`config.mk`:
```
export PLATFORM = sky130hd
export DESIGN_NAME = l2_event_counters
export DESIGN_NICKNAME = d
export VERILOG_FILES = /design/src/hw/host_pkg.sv /design/src/hw/l2_event_counters.sv
export VERILOG_INCLUDE_DIRS = /design/src /design/src/hw
export SDC_FILE = /design/constraint.sdc
export NUM_CORES = 1
export LEC_CHECK = 0
export BUFFER_PORTS_ARGS = -buffer_cell sky130_fd_sc_hd__buf_2
export CORE_MARGIN = 1.5
export CORE_UTILIZATION = 60
export CTS_CLUSTER_SIZE = 24
export DETAILED_ROUTE_END_ITERATION = 16
export PLACE_DENSITY = 0.92
export SLEW_MARGIN = 20
export SYNTH_ARGS = -nofsm -noshare
export SYNTH_HDL_FRONTEND = slang
export SYNTH_SLANG_ARGS = --single-unit
```
`constraint.sdc`:
```
create_clock -name clk_i -period 6.08 [get_ports clk_i]
set_clock_uncertainty 0.05 [all_clocks]
set_input_delay 0 -clock clk_i [delete_from_list [all_inputs] [get_ports clk_i]]
set_output_delay 0 -clock clk_i [all_outputs]
set_load 0.05 [all_outputs]
```
`src/hw/host_defines.svh`:
```
// Host domain parameters
`ifndef HOST_DEFINES_SVH
`define HOST_DEFINES_SVH

// L2 geometry
`define HOST_NB_L2_BANKS    8
`define HOST_L2_BANK_WORDS  256

// Bus and counter widths
`define HOST_DATA_WIDTH     32
`define HOST_ADDR_WIDTH     32
`define HOST_COUNT_WIDTH    32

// Word index inside the byte address, bank bits first, then row bits
`define HOST_WORD_LSB       2
`define HOST_WORD_MSB       12

// Byte-address bit splitting L2 from configuration space
`define HOST_REGION_BIT     16

// Configuration word offsets
`define HOST_CFG_RD_COUNT   0
`define HOST_CFG_WR_COUNT   1
`define HOST_CFG_CLEAR      2

// Read value of every other configuration word
`define HOST_CFG_UNMAPPED   32'hDEADF000

`endif

```
`src/hw/host_pkg.sv`:
```
// Host domain types
`include "host_defines.svh"

package host_pkg;

  // Bus payload
  typedef logic [`HOST_DATA_WIDTH-1:0]   word_t;
  typedef logic [`HOST_ADDR_WIDTH-1:0]   addr_t;
  typedef logic [`HOST_DATA_WIDTH/8-1:0] byte_sel_t;

  // L2 addressing
  typedef logic [$clog2(`HOST_NB_L2_BANKS)-1:0]   bank_idx_t;
  typedef logic [$clog2(`HOST_L2_BANK_WORDS)-1:0] bank_row_t;

  // Word index, also used as configuration word offset
  typedef logic [`HOST_WORD_MSB-`HOST_WORD_LSB:0] word_idx_t;

  // Event counters
  typedef logic [`HOST_COUNT_WIDTH-1:0] count_t;

  // Wishbone slave sequence
  typedef enum logic [1:0] {
    ST_IDLE,
    ST_ACCESS,
    ST_ACK
  } bus_state_e;

endpackage

```
`src/hw/l2_event_counters.sv`:
```
// L2 access event counters
`timescale 1ns/1ps

module l2_event_counters import host_pkg::*; (
  input  logic   clk_i,
  input  logic   rst_i,
  input  logic   rd_evt_i,
  input  logic   wr_evt_i,
  input  logic   clr_i,
  output count_t rd_count_o,
  output count_t wr_count_o
);

  // Entry 0 counts reads, entry 1 counts writes
  logic [1:0] evt;
  count_t     count_q [2];

  assign evt = {wr_evt_i, rd_evt_i};

  // Clear wins over a same-cycle increment
  always_ff @(posedge clk_i) begin
    for (int i = 0; i < 2; i++) begin
      if (rst_i || clr_i) begin
        count_q[i] <= '0;
      end else if (evt[i]) begin
        count_q[i] <= count_q[i] + count_t'(1);
      end
    end
  end

  assign rd_count_o = count_q[0];
  assign wr_count_o = count_q[1];

  a_evt_exclusive: assert property (
    @(posedge clk_i) disable iff (rst_i) !(rd_evt_i && wr_evt_i)
  );

endmodule

```
==> results of run 1 <==
-- final cells by class --
cell class / count / area (um^2) / area share
Clock inverter: 7 / 86.33 / 0.02026
Inverter: 10 / 37.54 / 0.008811
Tap cell: 75 / 93.84 / 0.02203
Clock buffer: 9 / 123.9 / 0.02907
Timing Repair Buffer: 72 / 375.4 / 0.08811
Multi-Input combinational cell: 265 / 1622 / 0.3806
Sequential cell: 64 / 1922 / 0.4511
-- cell usage after synthesis --
master	instances
a21oi_1	31
and2_1	2
and3_1	5
and4_1	4
buf_1	2
buf_2	2
buf_6	1
clkbuf_1	12
edfxtp_1	64
ha_1	2
inv_1	10
mux2i_1	7
nand2_1	31
nand2b_1	7
nand3_1	22
nand4_1	11
nand4_2	2
nand4b_1	1
nand4bb_1	1
nor2_1	25
nor3_1	5
nor4_1	15
nor4b_1	1
o21a_1	2
o21ai_0	10
o31ai_1	18
o41ai_1	3
or2_2	1
or3_1	15
or4_1	22
or4bb_1	1
xnor2_1	14
xor2_1	7
-- how the worst min path moves through the flow --
stage / cells past startpoint / start / slack [ps] / end
floorplan: 1 / rd_evt_i / 170 / count_q[0][1]
global placement: 2 / wr_evt_i / 290 / count_q[1][1]
detailed placement: 2 / wr_evt_i / 310 / count_q[1][1]
CTS: 2 / rst_i / 40 / count_q[0][0]
global route: 2 / clr_i / 70 / count_q[0][0]
finish: 2 / rst_i / 40 / count_q[0][3]
-- metal layers --
layer,GRT usage,part of all wire
met5,0,0
met3,0.05393,0.076
met1,0.3624,0.41
met2,0.4175,0.48
met4,0.1379,0.028
-- logic make-up (layout without fill, tap and decap cells) --
group | count (synthesis) | after routing
simple gates | 171 | 171
compound gates | 64 | 64
xor+xnor | 21 | 21
mux | 7 | 7
fa+ha+maj | 2 | 2
flops | 64 | 64
buf+inv | 27 | 98
-- power by group --
| group | total, mW | internal [mW] | switching, mW |
|---|---|---|---|
| registers | 0.531 | 0.504 | 0.0268 |
| clock network | 0.396 | 0.227 | 0.169 |
| logic | 0.123 | 0.0262 | 0.0973 |
| total | 1.05 | 0.757 | 0.293 |
==> flow_summary.json, run 1 <==
{
  "rr_worst_depth": 4,
  "critPathSlowestCell": "or4_1",
  "status": "finished clean",
  "synth-simple-area-share": 0.2629,
  "critPathCapture": "count_q[0][29]",
  "drtIter0Drc": 337,
  "postPlaceCellArea_um2": 4030,
  "cts.sinks": 64,
  "path_delay_family": "simple AND/OR/NAND/NOR gates",
  "placed_cells": 484,
  "routed_wl_um": 8410,
  "grt_max_degree": 33,
  "globalplace.congestion": 0.8550,
  "crit_fanout": 16,
  "num-nets-final": 429,
  "row_count": 28,
  "max_cap_violations": 0,
  "crit_path_end_kind": "register",
  "crit_required_ps": 6110,
  "setup_viol": 0,
  "fin_util": 0.7239,
  "io_buffers": 68,
  "synth.area.top_cells": "edfxtp_1, or4_1, a21oi_1",
  "cts_buffers": 9,
  "route.detailed.drc": 0,
  "p_leak_nw": 1.482,
  "htreeDepth": 3,
  "final_hold_viol_count": 0,
  "post_cts_buffers": 0,
  "post-route-period-util": 0.4024,
  "yosysWarnings": 0,
  "start_util": 0.6210,
  "largest_reg_flops": 64,
  "largestRegisters": "count_q (64)",
  "synthMuxAreaShare": 0.01917,
  "peakVddDrop_uv": 179.5,
  "dp_hpwl_um": 5708,
  "power_mw": 1.051,
  "critPathMaxStageDelay_ps": 810,
  "cts_resized": 0,
  "synth-seq-cells": 64,
  "synth_top_family_by_area": "simple AND/OR/NAND/NOR gates",
  "layout_common_cells": "buf_2, edfxtp_1, nand2_1, a21oi_1, nor2_1",
  "antenna_left": 0,
  "synth_compound_area_frac": 0.1044,
  "grt_overflow_total": 0,
  "fp.dieH_um": 81.05,
  "r2r_end": "count_q[0][29]",
  "timing.rr.start": "count_q[0][3]",
  "worst_pin_slew_ps": 1058,
  "finalSetupTns_ps": 0,
  "power_density_nw_per_um2": 246.6,
  "place_ws_ps": 3686,
  "finalMaxSlewViolations": 0,
  "rsz0062_at_grt": "no",
  "min_period_ps": 2446,
  "insertion_delay_ps": 350,
  "crit_path_cell_trace": "nand3_1 > or4_1 > nor4_1 > mux2i_1",
  "cp.arrival_ps": 2480,
  "crit_buf_inv": 0,
  "worst-r2r-setup-slack_ps": 3630,
  "nFillCells": 409,
  "cts_tree": "built",
  "grt.total_usage": 0.2702,
  "top_register": "count_q",
  "antenna_found_initial": 0,
  "setup.worst_path.start": "count_q[0][3]",
  "die_area_um2": 6568,
  "grt_pass1_vias": 2912,
  "setup_ws_ps": 3634,
  "layout-drive-gt1-share": 0.2061,
  "vias": 3234,
  "whs_ps": 38.21,
  "ys_types": 33,
  "instances_no_fill": 502,
  "clkSlewWorstSetupHoldPaths_ps": 70,
  "diodes": 0,
  "fp.dieW_um": 81.05,
  "clockBufferDepth": 2,
  "worst_setup_path_start_kind": "register",
  "top_level_ports": 69,
  "cp_num_cells": 4,
  "yosysTopAreaCell": "edfxtp_1",
  "fmax_ghz": 0.4087,
  "syn_area_um2": 3655,
  "synth_nets": 363,
  "max-slew-margin-rel": 0.2930,
  "layout_commonest_cell": "buf_2",
  "grt_pass1_wl_um": 13520,
  "routedWlPerCell_um": 16.75,
  "synthAdderAreaFrac": 0.006847,
  "root_buffer": "clkbuf_8",
  "ys_seq_area_frac": 0.5258,
  "synth_top_area_frac": 0.5258,
  "syn_area_per_cell_um2": 10.27,
  "firstDrtPassIters": 6,
  "fin_area_um2": 4260,
  "synthXorXnorAreaFrac": 0.05033,
  "crit_type": "register to register",
  "viasPerCell": 6.442,
  "postSynthCellCount": 356,
  "hold_path.class": "input pin to register",
  "cts_hold_buf": 2,
  "core_area_um2": 5886,
  "area_delta_synth_final_pct": 16.57
}
No activity file was read; power rests on OpenSTA's default activity.
==> inputs of run 2 (changes only) <==
--- a/config.mk
+++ b/config.mk
@@ -8,10 +8,10 @@
 export LEC_CHECK = 0
 export BUFFER_PORTS_ARGS = -buffer_cell sky130_fd_sc_hd__buf_2
 export CORE_MARGIN = 1.5
-export CORE_UTILIZATION = 60
+export CORE_UTILIZATION = 50
 export CTS_CLUSTER_SIZE = 24
 export DETAILED_ROUTE_END_ITERATION = 16
-export PLACE_DENSITY = 0.92
+export PLACE_DENSITY = 0.83
 export SLEW_MARGIN = 20
 export SYNTH_ARGS = -nofsm -noshare
 export SYNTH_HDL_FRONTEND = slang
==> constraint.sdc (replaced) <==
create_clock -name clk_i -period 2 [get_ports clk_i]
set_clock_uncertainty 0.05 [all_clocks]
set_input_delay 0 -clock clk_i [delete_from_list [all_inputs] [get_ports clk_i]]
set_output_delay 0 -clock clk_i [all_outputs]
set_load 0.05 [all_outputs]
==> flow_summary.json, run 2 (same netlist as run 1, synthesis figures left out) <==
{
  "routedWlPerCell_um": 16.93,
  "crit_path_end_kind": "register",
  "antenna_found_initial": 0,
  "setup_viol": 5,
  "p_leak_nw": 1.958,
  "worst_pin_slew_ps": 501.4,
  "violations": "negative setup slack",
  "grt_overflow_total": 0,
  "vias": 3515,
  "hold_path.class": "input pin to register",
  "max_cap_violations": 0,
  "crit_fanout": 8,
  "diodes": 0,
  "fin_util": 0.7380,
  "finalMaxSlewViolations": 0,
  "cts.sinks": 64,
  "post-route-period-util": 1.053,
  "io_buffers": 68,
  "drtIter0Drc": 293,
  "grt_pass1_vias": 3394,
  "peakVddDrop_uv": 480.3,
  "max-slew-margin-rel": 0.6658,
  "rsz0062_at_grt": "yes",
  "power_density_nw_per_um2": 668.1,
  "largest_reg_flops": 64,
  "grt.total_usage": 0.2600,
  "core_area_um2": 6944,
  "clkSlewWorstSetupHoldPaths_ps": 70,
  "area_delta_synth_final_pct": 40.23,
  "cts_tree": "built",
  "dp_hpwl_um": 6412,
  "min_period_ps": 2107,
  "root_buffer": "clkbuf_8",
  "crit_type": "register to register",
  "placed_cells": 560,
  "routed_wl_um": 10060,
  "layout-drive-gt1-share": 0.3855,
  "layout_commonest_cell": "buf_2",
  "globalplace.congestion": 0.8735,
  "start_util": 0.5263,
  "cp.arrival_ps": 2250,
  "status": "finished, violations left",
  "die_area_um2": 7831,
  "htreeDepth": 3,
  "fp.dieW_um": 88.50,
  "layout_common_cells": "buf_2, edfxtp_1, buf_4, nand2_1, a21oi_1",
  "clockBufferDepth": 2,
  "firstDrtPassIters": 4,
  "setup_ws_ps": -106.6,
  "insertion_delay_ps": 350,
  "instances_no_fill": 594,
  "row_count": 30,
  "num-nets-final": 500,
  "grt_max_degree": 33,
  "worst_setup_path_start_kind": "register",
  "route.detailed.drc": 0,
  "antenna_left": 0,
  "largestRegisters": "count_q (64)",
  "top_register": "count_q",
  "cts_buffers": 9,
  "fmax_ghz": 0.4747,
  "final_hold_viol_count": 0,
  "crit_required_ps": 2140,
  "grt_pass1_wl_um": 15700,
  "viasPerCell": 5.918,
  "top_level_ports": 69,
  "fp.dieH_um": 88.50
}
## run 2: final timing paths
kind / startpoint / to / slack, ps / cells after the start
hold reg to reg: count_q[0][10] / count_q[0][10] / 610 / 2
hold / removal: rst_i / count_q[1][1] / 130 / 3
setup reg to reg: count_q[0][0] / count_q[0][23] / -110 / 5
setup / recovery: count_q[0][0] / count_q[0][23] / -110 / 5
## run 2: routing by layer
metal	up-vias	global-route usage	share of wire
met1	1722	0.3172	0.41
met5	-	0	0
met3	18	0.05690	0.048
met4	0	0.09943	0.017
li1	1662	-	-
met2	113	0.4518	0.52
## run 2: final cells by class
cell class / instances / area [um^2]
clock buffer: 9 / 123.9
clock inverter: 7 / 110.1
fill: 496 / 1819
inverter: 10 / 37.54
multi-input combinational: 265 / 1861
sequential: 64 / 1922
tap: 96 / 120.1
timing repair buffer: 143 / 950.9
## run 2: through the flow
step           setup WS (ps)  hold slack (ps)  TNS, ps  area (um^2)  power, mW
2_1_floorplan         -442.6            172.9   -10560         3804      1.919
3_3_place_gp           17.93            299.6        0         4603      2.058
3_5_place_dp          -31.02            306.4   -133.5         4603      2.071
4_1_cts                2.267            117.9        0         4979      3.421
5_1_grt               -162.6            160.0   -856.4         5125      3.516
6_report              -106.6            133.2   -178.8         5125      3.424
## run 2: what timing repair did
| action | 4_1_cts | 5_1_grt |
|---|---|---|
| endpoints found under the hold margin | 2 | 0 |
| hold buffers | 2 | 0 |
| setup endpoints to repair | 13 | 31 |
| gates resized for setup | 9 | 22 |
| setup buffers | 10 | 4 |
| gates cloned | 1 | 1 |
| pin swaps | 6 | 11 |
## run 2: worst max-delay path, stage by stage (launching register included)
cell	delay [ps]
edfxtp_1	420
nand2_2	80
or4_4	570
buf_8	170
or4_1	490
a21oi_1	170
## run 2: where the power goes
group | internal (mW) | switching (mW)
combinational | 0.132 | 0.342
sequential | 1.53 | 0.0610
clock | 0.817 | 0.541
==> inputs of run 3 (changes only) <==
--- a/config.mk
+++ b/config.mk
@@ -11,7 +11,7 @@
 export CORE_UTILIZATION = 50
 export CTS_CLUSTER_SIZE = 24
 export DETAILED_ROUTE_END_ITERATION = 16
-export PLACE_DENSITY = 0.83
+export PLACE_DENSITY_LB_ADDON = 0.1
 export SLEW_MARGIN = 20
 export SYNTH_ARGS = -nofsm -noshare
 export SYNTH_HDL_FRONTEND = slang
==> flow_summary.json, run 3 (same netlist as run 1, synthesis figures left out) <==
{
  "grt_pass1_vias": 3137,
  "insertion_delay_ps": 340,
  "fp.dieW_um": 88.50,
  "multi_input_area_um2": 1896,
  "max-slew-margin-rel": 0.6225,
  "instances_no_fill": 596,
  "diodes": 0,
  "fmax_ghz": 0.4923,
  "postPlaceCellArea_um2": 4656,
  "post-route-period-util": 1.016,
  "placed_cells": 567,
  "antenna_left": 0,
  "die_area_um2": 7831,
  "finalSetupTns_ps": -82.02,
  "cts_buffers": 9,
  "routed_wl_um": 9492,
  "htreeDepth": 3,
  "vias": 3450,
  "setup_viol": 6,
  "power_density_nw_per_um2": 637.6,
  "top_register": "count_q",
  "fp.dieH_um": 88.50,
  "crit_path_end_kind": "register",
  "grt_overflow_total": 0,
  "setup_ws_ps": -31.37,
  "final_hold_viol_count": 0,
  "peakVddDrop_uv": 441.7,
  "grt.total_usage": 0.2424,
  "fin_area_um2": 5126,
  "root_buffer": "clkbuf_8",
  "layout-drive-gt1-share": 0.3820,
  "crit_buf_inv": 1,
  "critPathSlowestCell": "or4_4",
  "worst_setup_path_start_kind": "register",
  "crit_fanout": 6,
  "routedWlPerCell_um": 15.93,
  "dp_hpwl_um": 6291,
  "viasPerCell": 5.789,
  "hold_path.class": "input pin to register",
  "p_leak_nw": 1.963,
  "row_count": 30,
  "start_util": 0.5263,
  "worst_pin_slew_ps": 566.3,
  "globalplace.congestion": 0.8299,
  "fin_util": 0.7382,
  "cts.sinks": 64,
  "crit_required_ps": 2150,
  "rsz0062_at_grt": "yes",
  "nFillCells": 500,
  "top_level_ports": 69,
  "largestRegisters": "count_q (64)",
  "antenna_found_initial": 0,
  "num-nets-final": 502,
  "cp.arrival_ps": 2180,
  "largest_reg_flops": 64,
  "io_buffers": 68,
  "path_delay_family": "simple AND/OR/NAND/NOR gates",
  "min_period_ps": 2031,
  "grt_pass1_wl_um": 14590,
  "clockBufferDepth": 2,
  "clkSlewWorstSetupHoldPaths_ps": 70,
  "drtIter0Drc": 176,
  "route.detailed.drc": 0,
  "core_area_um2": 6944,
  "area_delta_synth_final_pct": 40.26,
  "crit_type": "register to register",
  "layout_commonest_cell": "buf_4",
  "critPathMaxStageDelay_ps": 520,
  "status": "finished, violations left",
  "cts_tree": "built",
  "grt_max_degree": 33,
  "layout_common_cells": "buf_4, buf_2, edfxtp_1, nand2_1, a21oi_1",
  "finalMaxSlewViolations": 0,
  "max_cap_violations": 0,
  "power_mw": 3.268,
  "violations": "negative setup slack",
  "regArea_um2": 1922,
  "crit_path_cell_trace": "nand4_1 > buf_4 > or4_4 > or4_1 > a21oi_1",
  "firstDrtPassIters": 4
}
[run 3: cell types whose count changed in the layout (fill, tap and decap cells not counted), sizes merged]
cell / change
clkbuf: +2
or3: +1
clkinvlp: -1
clkinv: -1
buf: +2
bufinv: -1
[run 3: final timing paths]
check             cells past startpoint      startpoint  slack, ps             end
setup / recovery                      5   count_q[1][6]        -30  count_q[1][24]
hold / removal                        3           clr_i        120   count_q[0][1]
setup reg to reg                      5   count_q[1][6]        -30  count_q[1][24]
hold reg to reg                       2  count_q[0][31]        610  count_q[0][31]
[run 3: worst min-delay path, cell delays in order]
cell and delay, ps:
buf_2 90, nor2_1 80, and3_1 180
[run 3: power by group]
group / internal (mW) / switching, mW / leakage [nW]
clock network: 0.698 / 0.504 / 0.102
registers: 1.53 / 0.0597 / 0.746
logic: 0.136 / 0.340 / 1.12
total: 2.37 / 0.903 / 1.96
[run 3: cell type report]
| cell class | count | area share |
|---|---|---|
| multi-input cells | 266 | 0.3698 |
| clock inverters | 4 | 0.01342 |
| inverters | 10 | 0.007322 |
| repair buffers | 144 | 0.1848 |
| flip-flops and latches | 64 | 0.3749 |
| well taps | 96 | 0.02343 |
| clock buffers | 12 | 0.02636 |
[run 3: stage by stage]
step	hold WS [ps]	worst slack, ps
3_3_place_gp	292.4	-24.82
5_1_grt	154.7	-117.5
6_report	117.4	-31.37
4_1_cts	110.6	-24.49
2_1_floorplan	172.9	-442.6
3_5_place_dp	308.5	-67.00
[run 3: what timing repair did]
item,4_1_cts,5_1_grt
gates resized for setup,8,25
pin swaps,9,6
setup buffers,3,6
hold buffers,2,0
endpoints found under the hold margin,2,0
setup endpoints to repair,13,22
gates cloned,1,1
[run 3: layer usage]
| metal | vias up | share of wire | global-route usage |
|---|---|---|---|
| met2 | 117 | 0.52 | 0.4212 |
| met5 | - | 0 | 0 |
| met4 | 0 | 0.013 | 0.1080 |
| met3 | 13 | 0.047 | 0.03172 |
| met1 | 1655 | 0.42 | 0.3028 |
| li1 | 1665 | - | - |
