$ cat config.mk
export PLATFORM = sky130hd
export DESIGN_NAME = l2_bus_fsm
export DESIGN_NICKNAME = d
export VERILOG_FILES = /design/src/hw/host_pkg.sv /design/src/hw/l2_bus_fsm.sv
export VERILOG_INCLUDE_DIRS = /design/src /design/src/hw
export SDC_FILE = /design/constraint.sdc
export NUM_CORES = 1
export LEC_CHECK = 0
export ABC_AREA = 1
export BUFFER_PORTS_ARGS = -buffer_cell sky130_fd_sc_hd__buf_2
export CAP_MARGIN = 20
export CORE_MARGIN = 4
export CORE_UTILIZATION = 30
export CTS_CLUSTER_DIAMETER = 80
export DETAILED_ROUTE_END_ITERATION = 8
export PLACE_DENSITY = 0.69
export SLEW_MARGIN = 0
export SYNTH_ARGS = -nofsm -noshare
export SYNTH_HDL_FRONTEND = slang
export SYNTH_SLANG_ARGS = --single-unit
export TNS_END_PERCENT = 10
$ cat constraint.sdc
create_clock -name clk_i -period 2.49 [get_ports clk_i]
set_input_delay 0.3735 -clock clk_i [delete_from_list [all_inputs] [get_ports clk_i]]
set_output_delay 0.3735 -clock clk_i [all_outputs]
set_load 0.01 [all_outputs]
$ cat src/hw/host_defines.svh
// Host domain parameters
`ifndef HOST_DEFINES_SVH
`define HOST_DEFINES_SVH

// L2 geometry
`define HOST_NB_L2_BANKS    8
`define HOST_L2_BANK_WORDS  256

// Bus and counter widths
`define HOST_DATA_WIDTH     32
`define HOST_ADDR_WIDTH     32
`define HOST_COUNT_WIDTH    32

// Word index inside the byte address, bank bits first, then row bits
`define HOST_WORD_LSB       2
`define HOST_WORD_MSB       12

// Byte-address bit splitting L2 from configuration space
`define HOST_REGION_BIT     16

// Configuration word offsets
`define HOST_CFG_RD_COUNT   0
`define HOST_CFG_WR_COUNT   1
`define HOST_CFG_CLEAR      2

// Read value of every other configuration word
`define HOST_CFG_UNMAPPED   32'hDEADF000

`endif

$ cat src/hw/host_pkg.sv
// Host domain types
`include "host_defines.svh"

package host_pkg;

  // Bus payload
  typedef logic [`HOST_DATA_WIDTH-1:0]   word_t;
  typedef logic [`HOST_ADDR_WIDTH-1:0]   addr_t;
  typedef logic [`HOST_DATA_WIDTH/8-1:0] byte_sel_t;

  // L2 addressing
  typedef logic [$clog2(`HOST_NB_L2_BANKS)-1:0]   bank_idx_t;
  typedef logic [$clog2(`HOST_L2_BANK_WORDS)-1:0] bank_row_t;

  // Word index, also used as configuration word offset
  typedef logic [`HOST_WORD_MSB-`HOST_WORD_LSB:0] word_idx_t;

  // Event counters
  typedef logic [`HOST_COUNT_WIDTH-1:0] count_t;

  // Wishbone slave sequence
  typedef enum logic [1:0] {
    ST_IDLE,
    ST_ACCESS,
    ST_ACK
  } bus_state_e;

endpackage

$ cat src/hw/l2_bus_fsm.sv
// L2 Wishbone slave control
`timescale 1ns/1ps
`include "host_defines.svh"

module l2_bus_fsm import host_pkg::*; (
  input  logic      clk_i,
  input  logic      rst_i,
  // Wishbone classic slave
  input  logic      cyc_i,
  input  logic      stb_i,
  input  logic      we_i,
  input  addr_t     adr_i,
  input  word_t     dat_i,
  input  byte_sel_t sel_i,
  output logic      ack_o,
  output word_t     dat_o,
  // Bank array side
  output logic      bank_en_o,
  output logic      bank_we_o,
  output bank_idx_t bank_idx_o,
  output bank_row_t bank_row_o,
  output byte_sel_t bank_sel_o,
  output word_t     bank_wdata_o,
  input  word_t     rdata_i,
  // Event counter side
  output logic      rd_evt_o,
  output logic      wr_evt_o,
  output logic      clr_o,
  input  count_t    rd_count_i,
  input  count_t    wr_count_i
);

  bus_state_e state_q;
  bus_state_e state_d;
  logic       ack_q;
  logic       req;
  logic       is_cfg;
  logic       in_ack;
  word_idx_t  word_idx;
  word_t      cfg_rdata;

  // Old request is still on the bus during the ack cycle
  assign req      = cyc_i && stb_i && !ack_q;
  assign is_cfg   = adr_i[`HOST_REGION_BIT];
  assign word_idx = adr_i[`HOST_WORD_MSB:`HOST_WORD_LSB];
  assign in_ack   = (state_q == ST_ACK);

  always_comb begin
    state_d = state_q;
    case (state_q)
      ST_IDLE:   if (req) state_d = ST_ACCESS;
      ST_ACCESS: state_d = ST_ACK;
      ST_ACK:    state_d = ST_IDLE;
      default:   state_d = ST_IDLE;
    endcase
  end

  always_ff @(posedge clk_i) begin
    if (rst_i) begin
      state_q <= ST_IDLE;
      ack_q   <= 1'b0;
    end else begin
      state_q <= state_d;
      ack_q   <= in_ack;
    end
  end

  // Low bits pick the bank, so consecutive words spread over all banks
  assign {bank_row_o, bank_idx_o} = word_idx;
  assign bank_en_o    = (state_q == ST_ACCESS) && !is_cfg;
  assign bank_we_o    = bank_en_o && we_i;
  assign bank_sel_o   = sel_i;
  assign bank_wdata_o = dat_i;

  always_comb begin
    case (word_idx)
      word_idx_t'(`HOST_CFG_RD_COUNT): cfg_rdata = rd_count_i;
      word_idx_t'(`HOST_CFG_WR_COUNT): cfg_rdata = wr_count_i;
      default:                         cfg_rdata = `HOST_CFG_UNMAPPED;
    endcase
  end

  always_ff @(posedge clk_i) begin
    if (in_ack) begin
      dat_o <= is_cfg ? cfg_rdata : rdata_i;
    end
  end

  assign ack_o = ack_q;

  // Only L2 traffic is counted
  assign rd_evt_o = in_ack && !is_cfg && !we_i;
  assign wr_evt_o = in_ack && !is_cfg && we_i;
  assign clr_o    = in_ack && is_cfg && we_i && (word_idx == word_idx_t'(`HOST_CFG_CLEAR));

  a_ack_with_stb: assert property (
    @(posedge clk_i) disable iff (rst_i) ack_o |-> stb_i
  );

  a_ack_single: assert property (
    @(posedge clk_i) disable iff (rst_i) ack_o |=> !ack_o
  );

endmodule

==> flow_summary.json, run 1 <==
{
  "vias_per_cell": 4.47,
  "grt_start_max_net_pins": 37,
  "ioPinCount": 254,
  "maxCapViolations": 0,
  "drc": 0,
  "startpoint_type": "primary input",
  "antenna_left": 0,
  "insertion_delay_ps": 280,
  "die_area_sq_um": 10100,
  "layout-drive-gt1-share_pct": 41.9,
  "dr.max_layer_used": "met4",
  "nNetsFinal": 622,
  "cp.required_ps": 2640,
  "fillers": 884,
  "ctsHoldBuffers": 0,
  "cts.repair.resized": 0,
  "io_buffers": 161,
  "met3_length_um": 664,
  "grtUsageTotal_pct": 15.5,
  "fmax_mhz": 595,
  "synth-seq-area-share_pct": 39.7,
  "die_height_um": 101,
  "maxSlewHeadroom_pct": 68.7,
  "yosysWarnings": 0,
  "fin_crit_sh_pct": 67.5,
  "crit_chain": "buf_2 -> nor2_1 -> nand2_1 -> nor2_4 -> buf_4 -> nand3_1 -> nand2_1 -> nand2_1 -> nand2_1",
  "setup_viol": 0,
  "die_x_um": 101,
  "grt_first_pass_wirelength_um": 12300,
  "rsz0062_at_grt": "false",
  "skew_ps": 3.92,
  "htree_levels": 2,
  "fin_cells": 559,
  "path_class": "primary input to register",
  "crit_arrival_ps": 1830,
  "syn_area_per_cell_sq_um": 7.50,
  "cp_max_fo": 36,
  "reg2reg_depth": 4,
  "synth_fp_nets": 512,
  "fin_tns_setup_ps": 0,
  "numCtsBuffers": 5,
  "vdd_drop_max_v": 0.000192,
  "drv_slew": 0,
  "clock_sinks": 35,
  "setup.worst_path.end_class": "register",
  "hold_path_depth": 2,
  "netlist_instances": 343,
  "dr.pass1.iters": 4,
  "worst_slew_pin_slew_ps": 470,
  "whs_ps": 279,
  "path_common_cell": "nand2_1",
  "ys_ff_latch": 35,
  "postCtsSetupRepairBufs": 0,
  "p_leak_nw": 1.73,
  "wl_met1_um": 2740,
  "status": "complete, no violations",
  "ys_types": 22,
  "cpPeakStageDelay_ps": 410,
  "hold_viol": 0,
  "syn_to_final_growth_pct": 23.4,
  "clkTransAtPathRegs_ps": 70,
  "clk_path_buf_depth": 2,
  "gr-total-overflow": 0,
  "power_density_nw_per_um2": 392,
  "antenna_found_initial": 0,
  "dp_hpwl_um": 6560,
  "grt_pass1_vias": 2409,
  "core_sq_um": 8300,
  "num_vias": 2496,
  "gp_congestion": 0.809,
  "routedWlPerCell_um": 14.7,
  "drt_wl_total_um": 8210,
  "cpMaxStageDelayCell": "buf_4",
  "route.met2.wl_um": 4620,
  "antenna_cells": 0,
  "drtIter0Drc": 159,
  "placedCellCount": 551,
  "initial_core_util_pct": 31.0,
  "clockRootBuffer": "clkbuf_8",
  "cts_tree": "yes",
  "hold_path_class": "primary input to register",
  "fin_crit_ps": 1680,
  "syn_area_sq_um": 2570,
  "num_rows": 33
}
through the flow:
| stage | cell area, sq um | worst slack (ps) | util [%] | power (mW) |
|---|---|---|---|---|
| 6_report | 3170 | 809 | 38.2 | 1.24 |
| 5_1_grt | 3170 | 630 | 38.2 | 1.32 |
| 4_1_cts | 3170 | 789 | 38.2 | 1.26 |
| 3_5_place_dp | 3090 | 507 | 37.3 | 0.876 |
| 3_3_place_gp | 3090 | 540 | 37.3 | 0.873 |
| 2_1_floorplan | 2570 | 647 | - | 0.822 |
logic make-up (layout without fill, tap and decap cells):
logic type	Yosys count	in the layout	synth area share, %
AO/OA/AOI/OAI	14	14	4.09
flip-flops	35	35	39.7
buffers and inverters	102	213	23.2
AND/OR/NAND/NOR	192	192	33.1
cells in the final DEF, fill, tap and decap left out:
master / n
buf_2: 161
buf_4: 4
clkbuf_1: 1
clkbuf_8: 5
clkinv_1: 3
dfxtp_1: 3
edfxtp_1: 32
inv_1: 36
inv_2: 3
nand2_1: 74
nand2_2: 2
nand2_4: 1
nand3_1: 40
nor2_1: 56
nor2_2: 10
nor2_4: 2
nor2_8: 1
nor3_1: 3
nor4_1: 2
o211ai_1: 14
or2_2: 1
final cells by class:
| cell class | count | area [sq um] | share of cell area (%) |
|---|---|---|---|
| flip-flops and latches | 35 | 1020 | 32.2 |
| multi-input cells | 206 | 956 | 30.1 |
| repair buffers | 165 | 836 | 26.3 |
| inverters | 40 | 150 | 4.73 |
| well taps | 105 | 131 | 4.14 |
| clock buffers | 6 | 72.6 | 2.29 |
| clock inverters | 2 | 7.51 | 0.237 |
flip-flops by register name, indices dropped and copies added (netlist names):
signal   flops
ack_o        1
dat_o       32
state_q      2
synth_stat cells:
| library cell | number | share of area, % |
|---|---|---|
| o211ai_1 | 14 | 4.1 |
| buf_1 | 1 | 0.15 |
| buf_2 | 2 | 0.39 |
| dfxtp_1 | 3 | 2.3 |
| nor2_8 | 1 | 0.78 |
| nand2_2 | 2 | 0.49 |
| inv_2 | 3 | 0.44 |
| nand3_1 | 40 | 7.8 |
| clkbuf_1 | 4 | 0.58 |
| nor4_1 | 2 | 0.49 |
| buf_4 | 54 | 16 |
| nor2_4 | 2 | 0.88 |
| nand2_4 | 1 | 0.44 |
| nor2_1 | 56 | 8.2 |
| nand2_1 | 74 | 11 |
| clkinv_1 | 1 | 0.15 |
| nor3_1 | 3 | 0.58 |
| edfxtp_1 | 32 | 37 |
| inv_1 | 36 | 5.3 |
| nor2_2 | 10 | 2.4 |
| or2_2 | 1 | 0.24 |
| buf_6 | 1 | 0.44 |
report_power, final:
part	switching (mW)	leakage [nW]	total (mW)	internal, mW
sequential	0.00299	0.314	0.656	0.653
clock	0.192	0.0403	0.383	0.191
combinational	0.108	1.37	0.205	0.0973
final timing paths:
path                   start  slack, ps         end
setup reg to reg  state_q[0]       1130   dat_o[16]
setup / recovery   adr_i[11]        810    dat_o[7]
hold / removal         rst_i        280       ack_o
hold reg to reg   state_q[0]        430  state_q[0]
critical path: cells and delay by family:
kind	cells	cell delay, ps
and+or+nand+nor	7	940
buffers and inverters	2	510
per-layer routing:
metal / vias up / GRT usage (%)
li1: 1258 / -
met1: 1104 / 15.8
met2: 106 / 30.5
met3: 28 / 2.98
met4: 0 / 6.01
met5: - / 0
Power figures use the tool's default switching activity.
==> run 2, diff against run 1 <==
Settings changed: PLACE_DENSITY 0.69 to 0.72.
Clock period 2.49 ns to 1.43 ns, I/O delays scaled along.
==> run 2 against run 1 <==
Compared with the run above: count of clock-buffer cells in the layout shrank 1; clock power rose by 130%; sequential cell count stayed put; combinational power rose by 85%; sequential share of layout area decreased by 1.8 points; non-clock buffer count up 9; cell count is 1.6% higher; critical path depth decreased by 3; first-iteration DRC count decreased by 31%; total power grew 94%.
==> flow_summary.json, run 2 (same netlist as run 1, synthesis figures left out) <==
{
  "syn_to_final_growth_pct": 31.0,
  "clkPwrFrac_pct": 36.9,
  "vias_per_cell": 4.49,
  "skew_ps": 8.17,
  "crit_arrival_ps": 1150,
  "largest_reg_flops": 32,
  "nNetsFinal": 631,
  "core_sq_um": 8300,
  "clockRootBuffer": "clkbuf_8",
  "ctsHoldBuffers": 0,
  "placedCellCount": 559,
  "cp.required_ps": 1220,
  "cp-startpoint": "state_q[0]",
  "cp_max_fo": 4,
  "power.switching_mw": 0.570,
  "fin_crit_ps": 1360,
  "vdd_drop_max_v": 0.000439,
  "grt_pass1_vias": 2482,
  "final_cell_mix": "161 x buf_2, 72 x nand2_1, 56 x nor2_1, 40 x nand3_1, 34 x inv_1",
  "fin_crit_sh_pct": 95.2,
  "p_leak_nw": 1.80,
  "io_buffers": 161,
  "switching_share_pct": 23.7,
  "insertion_delay_ps": 280,
  "r2r_end": "dat_o[5]",
  "critical-path-top-delay-family": "flip-flops",
  "dr.pass1.iters": 4,
  "final_common_cell": "buf_2",
  "cts_tree": "yes",
  "startpoint_type": "register",
  "die_area_sq_um": 10100,
  "status": "complete, no violations",
  "hp-start": "rst_i",
  "maxSlewHeadroom_pct": 79.1,
  "layout-drive-gt1-share_pct": 45.6,
  "drc": 0,
  "power.share.combinational_pct": 15.8,
  "reg2reg_depth": 5,
  "die_height_um": 101,
  "clock_sinks": 35,
  "grtUsageTotal_pct": 15.0,
  "setup_viol": 0,
  "crit_chain": "inv_4 -> nand2_4 -> clkinvlp_4 -> nand2_2 -> nor2_1 -> buf_2",
  "fin_cells": 568,
  "hold_path_depth": 2,
  "grt_first_pass_wirelength_um": 11900,
  "num_vias": 2548,
  "top_register": "dat_o",
  "dpl_cell_area_sq_um": 3210,
  "hold_end": "state_q[1]",
  "rsz0062_at_grt": "true",
  "gp_congestion": 0.907,
  "final_area_sq_um": 3370,
  "numCtsBuffers": 5,
  "drt_wl_total_um": 8010,
  "power_density_nw_per_um2": 715,
  "r2r-start": "state_q[0]",
  "dp_hpwl_um": 6600,
  "cp_num_buf_inv": 3,
  "drv_slew": 0,
  "finalPower_mw": 2.41,
  "setup.worst_path.end_class": "output port",
  "rrSetupSlack_ps": 160,
  "clkTransAtPathRegs_ps": 80,
  "cpMaxStageDelayCell": "dfxtp_2",
  "antenna_found_initial": 0,
  "worst_slew_pin_slew_ps": 312,
  "fmax_mhz": 734,
  "sequentialPowerShare_pct": 47.4,
  "hold_path_class": "primary input to register",
  "htree_levels": 2,
  "hold_viol": 0,
  "initial_core_util_pct": 31.0,
  "grt_start_max_net_pins": 37,
  "antenna_cells": 0,
  "maxCapViolations": 0,
  "drtIter0Drc": 110,
  "p_int_mw": 1.84,
  "antenna_left": 0,
  "num_rows": 33,
  "final_util_pct": 40.6,
  "fin_tns_setup_ps": 0,
  "ioPinCount": 254,
  "cpPeakStageDelay_ps": 360,
  "path_class": "register to output port",
  "gr-total-overflow": 0,
  "clk_path_buf_depth": 2,
  "die_x_um": 101,
  "routedWlPerCell_um": 14.1
}
## run 2: how the worst max path moves through the flow
| stage | cells after the start | end |
|---|---|---|
| 6_report | 6 | wr_evt_o |
| 3_3_place_gp | 9 | dat_o[13] |
| 3_5_place_dp | 9 | dat_o[14] |
| 4_1_cts | 6 | wr_evt_o |
| 2_1_floorplan | 5 | rd_evt_o |
| 5_1_grt | 7 | clr_o |
## run 2: metal layers
layer  global-route usage (%)  part of all wire [%]  vias up
met1                     15.1                    34     1146
li1                         -                     -     1273
met2                     29.1                    56       97
met3                     2.98                   7.1       32
met4                     7.15                   2.9        0
met5                        0                     0        -
## run 2: area by class of cell
class | instances | area (sq um)
Tap cell | 105 | 131
Timing Repair Buffer | 174 | 953
Clock inverter | 3 | 43.8
Clock buffer | 5 | 68.8
Sequential cell | 35 | 1020
Inverter | 40 | 156
Fill cell | 882 | 4930
Multi-Input combinational cell | 206 | 992
## run 2: per-stage QoR
step	worst slack, ps	hold slack [ps]
after floorplan	7.86	287
after global placement	-32.6	406
after detailed placement	-103	414
after CTS	-32.8	112
after global routing	-36.5	110
final	68.1	111
## run 2: power groups by stage
stage	combinational [mW]	sequential [mW]	clock [mW]
6_report	0.380	1.14	0.889
5_1_grt	0.427	1.14	0.953
4_1_cts	0.384	1.14	0.911
3_5_place_dp	0.378	1.16	0
3_3_place_gp	0.370	1.16	0
2_1_floorplan	0.260	1.17	0
## run 2: worst register-to-register path, stage by stage (launching register included)
cell and delay, ps:
dfxtp_2 340, inv_4 90, nand2_4 70, clkinvlp_4 90
buf_4 100, buf_4 250
## run 2: timing repair
| action | in CTS | in global routing |
|---|---|---|
| resized for setup | 5 | 5 |
| buffers inserted | 0 | 1 |
| pin swaps | 1 | 1 |
| setup endpoints to repair | 4 | 5 |
==> run 3, diff against run 2 <==
Settings changed: RECOVER_POWER from default to 50.
==> run 3 against run 2 <==
Compared with the run above: cell count is the same; critical endpoint unchanged; sequential cell count is the same; count of clock-buffer cells in the layout is the same; register-to-register slack is essentially flat; routed wire length grew 0.55%; hold slack gained 5.3 ps; design area shrank 1.3%; clock skew is essentially flat; global-route usage is the same; combinational power shrank 2%; via count shrank 0.59%; first-iteration DRC count grew 4.5%.
==> flow_summary.json, run 3 (same netlist as run 1, synthesis figures left out) <==
{
  "switching_share_pct": 23.7,
  "setup_viol": 0,
  "reg2reg_depth": 5,
  "final_cell_mix": "126 x buf_2, 72 x nand2_1, 56 x nor2_1, 40 x nand3_1, 35 x clkbuf_1",
  "p_leak_nw": 1.70,
  "clockRootBuffer": "clkbuf_8",
  "grt_first_pass_wirelength_um": 11900,
  "grt_start_max_net_pins": 37,
  "maxSlewHeadroom_pct": 79.1,
  "final_common_cell": "buf_2",
  "insertion_delay_ps": 280,
  "fillers": 893,
  "num_vias": 2533,
  "antenna_found_initial": 0,
  "grtUsageTotal_pct": 15.0,
  "hold_viol": 0,
  "gp_congestion": 0.907,
  "whs_ps": 116,
  "drt_wl_total_um": 8060,
  "finalPower_mw": 2.40,
  "syn_to_final_growth_pct": 29.2,
  "vias_per_cell": 4.46,
  "r2r-start": "state_q[0]",
  "hold_end": "ack_o",
  "cpMaxStageDelayCell": "dfxtp_2",
  "cpPeakStageDelay_ps": 360,
  "antenna_cells": 0,
  "numCtsBuffers": 5,
  "die_x_um": 101,
  "drv_slew": 0,
  "r2r_end": "dat_o[28]",
  "path_class": "register to output port",
  "setup.worst_path.end_class": "output port",
  "rsz0062_at_grt": "true",
  "ioPinCount": 254,
  "drtIter0Drc": 115,
  "core_sq_um": 8300,
  "rrSetupSlack_ps": 170,
  "ctsHoldBuffers": 0,
  "routedWlPerCell_um": 14.2,
  "fin_crit_ps": 1360,
  "fmax_mhz": 736,
  "gr-total-overflow": 0,
  "skew_ps": 8.44,
  "nNetsFinal": 631,
  "cp_max_fo": 4,
  "dr.pass1.iters": 6,
  "dp_hpwl_um": 6600,
  "antenna_left": 0,
  "dpl_cell_area_sq_um": 3210,
  "power_density_nw_per_um2": 723,
  "cts_tree": "yes",
  "die_height_um": 101,
  "startpoint_type": "register",
  "largest_reg_flops": 32,
  "cp_num_buf_inv": 3,
  "sequentialPowerShare_pct": 47.5,
  "critical-path-top-delay-family": "flip-flops",
  "grt_pass1_vias": 2482,
  "htree_levels": 2,
  "die_area_sq_um": 10100,
  "cp.required_ps": 1220,
  "status": "complete, no violations",
  "hold_path_depth": 2,
  "crit_arrival_ps": 1140,
  "initial_core_util_pct": 31.0,
  "hold_path_class": "primary input to register",
  "drc": 0,
  "vdd_drop_max_v": 0.000438,
  "hp-start": "rst_i",
  "fin_crit_sh_pct": 95.0,
  "worst_slew_pin_slew_ps": 313,
  "cp-startpoint": "state_q[0]",
  "top_register": "dat_o",
  "clk_path_buf_depth": 2,
  "p_int_mw": 1.83,
  "num_rows": 33,
  "crit_chain": "inv_4 -> nand2_4 -> clkinvlp_4 -> nand2_2 -> nor2_1 -> buf_2",
  "layout-drive-gt1-share_pct": 37.8,
  "io_buffers": 161,
  "maxCapViolations": 0,
  "clkTransAtPathRegs_ps": 80,
  "final_area_sq_um": 3320,
  "power.switching_mw": 0.571,
  "power.share.combinational_pct": 15.6,
  "clkPwrFrac_pct": 37.0,
  "clock_sinks": 35
}
==> run 3: cell types whose count changed in the layout (fill, tap and decap cells not counted) <==
cell | previous run | this run
buf_2 | 161 | 126
clkbuf_1 | 0 | 35
dfxtp_2 | 2 | 1
dfxtp_1 | 1 | 2
==> run 3: power groups by stage <==
stage | clock [mW] | sequential (mW) | combinational [mW]
finish | 0.889 | 1.14 | 0.374
global route | 0.953 | 1.14 | 0.421
CTS | 0.911 | 1.14 | 0.384
detailed placement | 0 | 1.16 | 0.378
global placement | 0 | 1.16 | 0.370
floorplan | 0 | 1.17 | 0.260
==> run 3: metal layers <==
layer	part of all wire [%]	vias to the layer above	track usage (%)	wire [um]
li1	-	1274	-	-
met1	34	1126	15.1	2770
met2	56	101	29.1	4490
met3	7.0	32	2.98	561
met4	3.0	0	7.15	240
met5	0	-	0	0
==> run 3: timing repair <==
item                       4_1_cts  5_1_grt
resized for setup                5        5
setup endpoints to repair        4        5
pin swaps                        1        1
buffers inserted                 0        1
==> run 3: worst max-delay path by stage <==
| stage | end | slack (ps) | cells past startpoint |
|---|---|---|---|
| 2_1_floorplan | rd_evt_o | 8 | 5 |
| 3_3_place_gp | dat_o[13] | -30 | 9 |
| 3_5_place_dp | dat_o[14] | -100 | 9 |
| 4_1_cts | wr_evt_o | -30 | 6 |
| 5_1_grt | clr_o | -40 | 7 |
| 6_report | wr_evt_o | 70 | 6 |
==> run 3: through the flow <==
step                instances  setup TNS [ps]  setup slack [ps]  utilization (%)
floorplan                 343               0              7.86                -
global placement          559            -103             -32.6             38.7
finish                    568               0              71.2             40.1
global route              568           -36.5             -36.5             40.1
detailed placement        559            -651              -103             38.7
CTS                       567           -75.2             -32.8             40.3
==> run 3: final cells by class <==
| class | instances | area (sq um) | share of cell area, % |
|---|---|---|---|
| Multi-Input combinational cell | 206 | 992 | 29.8 |
| Inverter | 40 | 156 | 4.70 |
| Sequential cell | 35 | 1020 | 30.7 |
| Tap cell | 105 | 131 | 3.95 |
| Clock buffer | 5 | 68.8 | 2.07 |
| Clock inverter | 3 | 43.8 | 1.32 |
| Timing Repair Buffer | 174 | 910 | 27.4 |
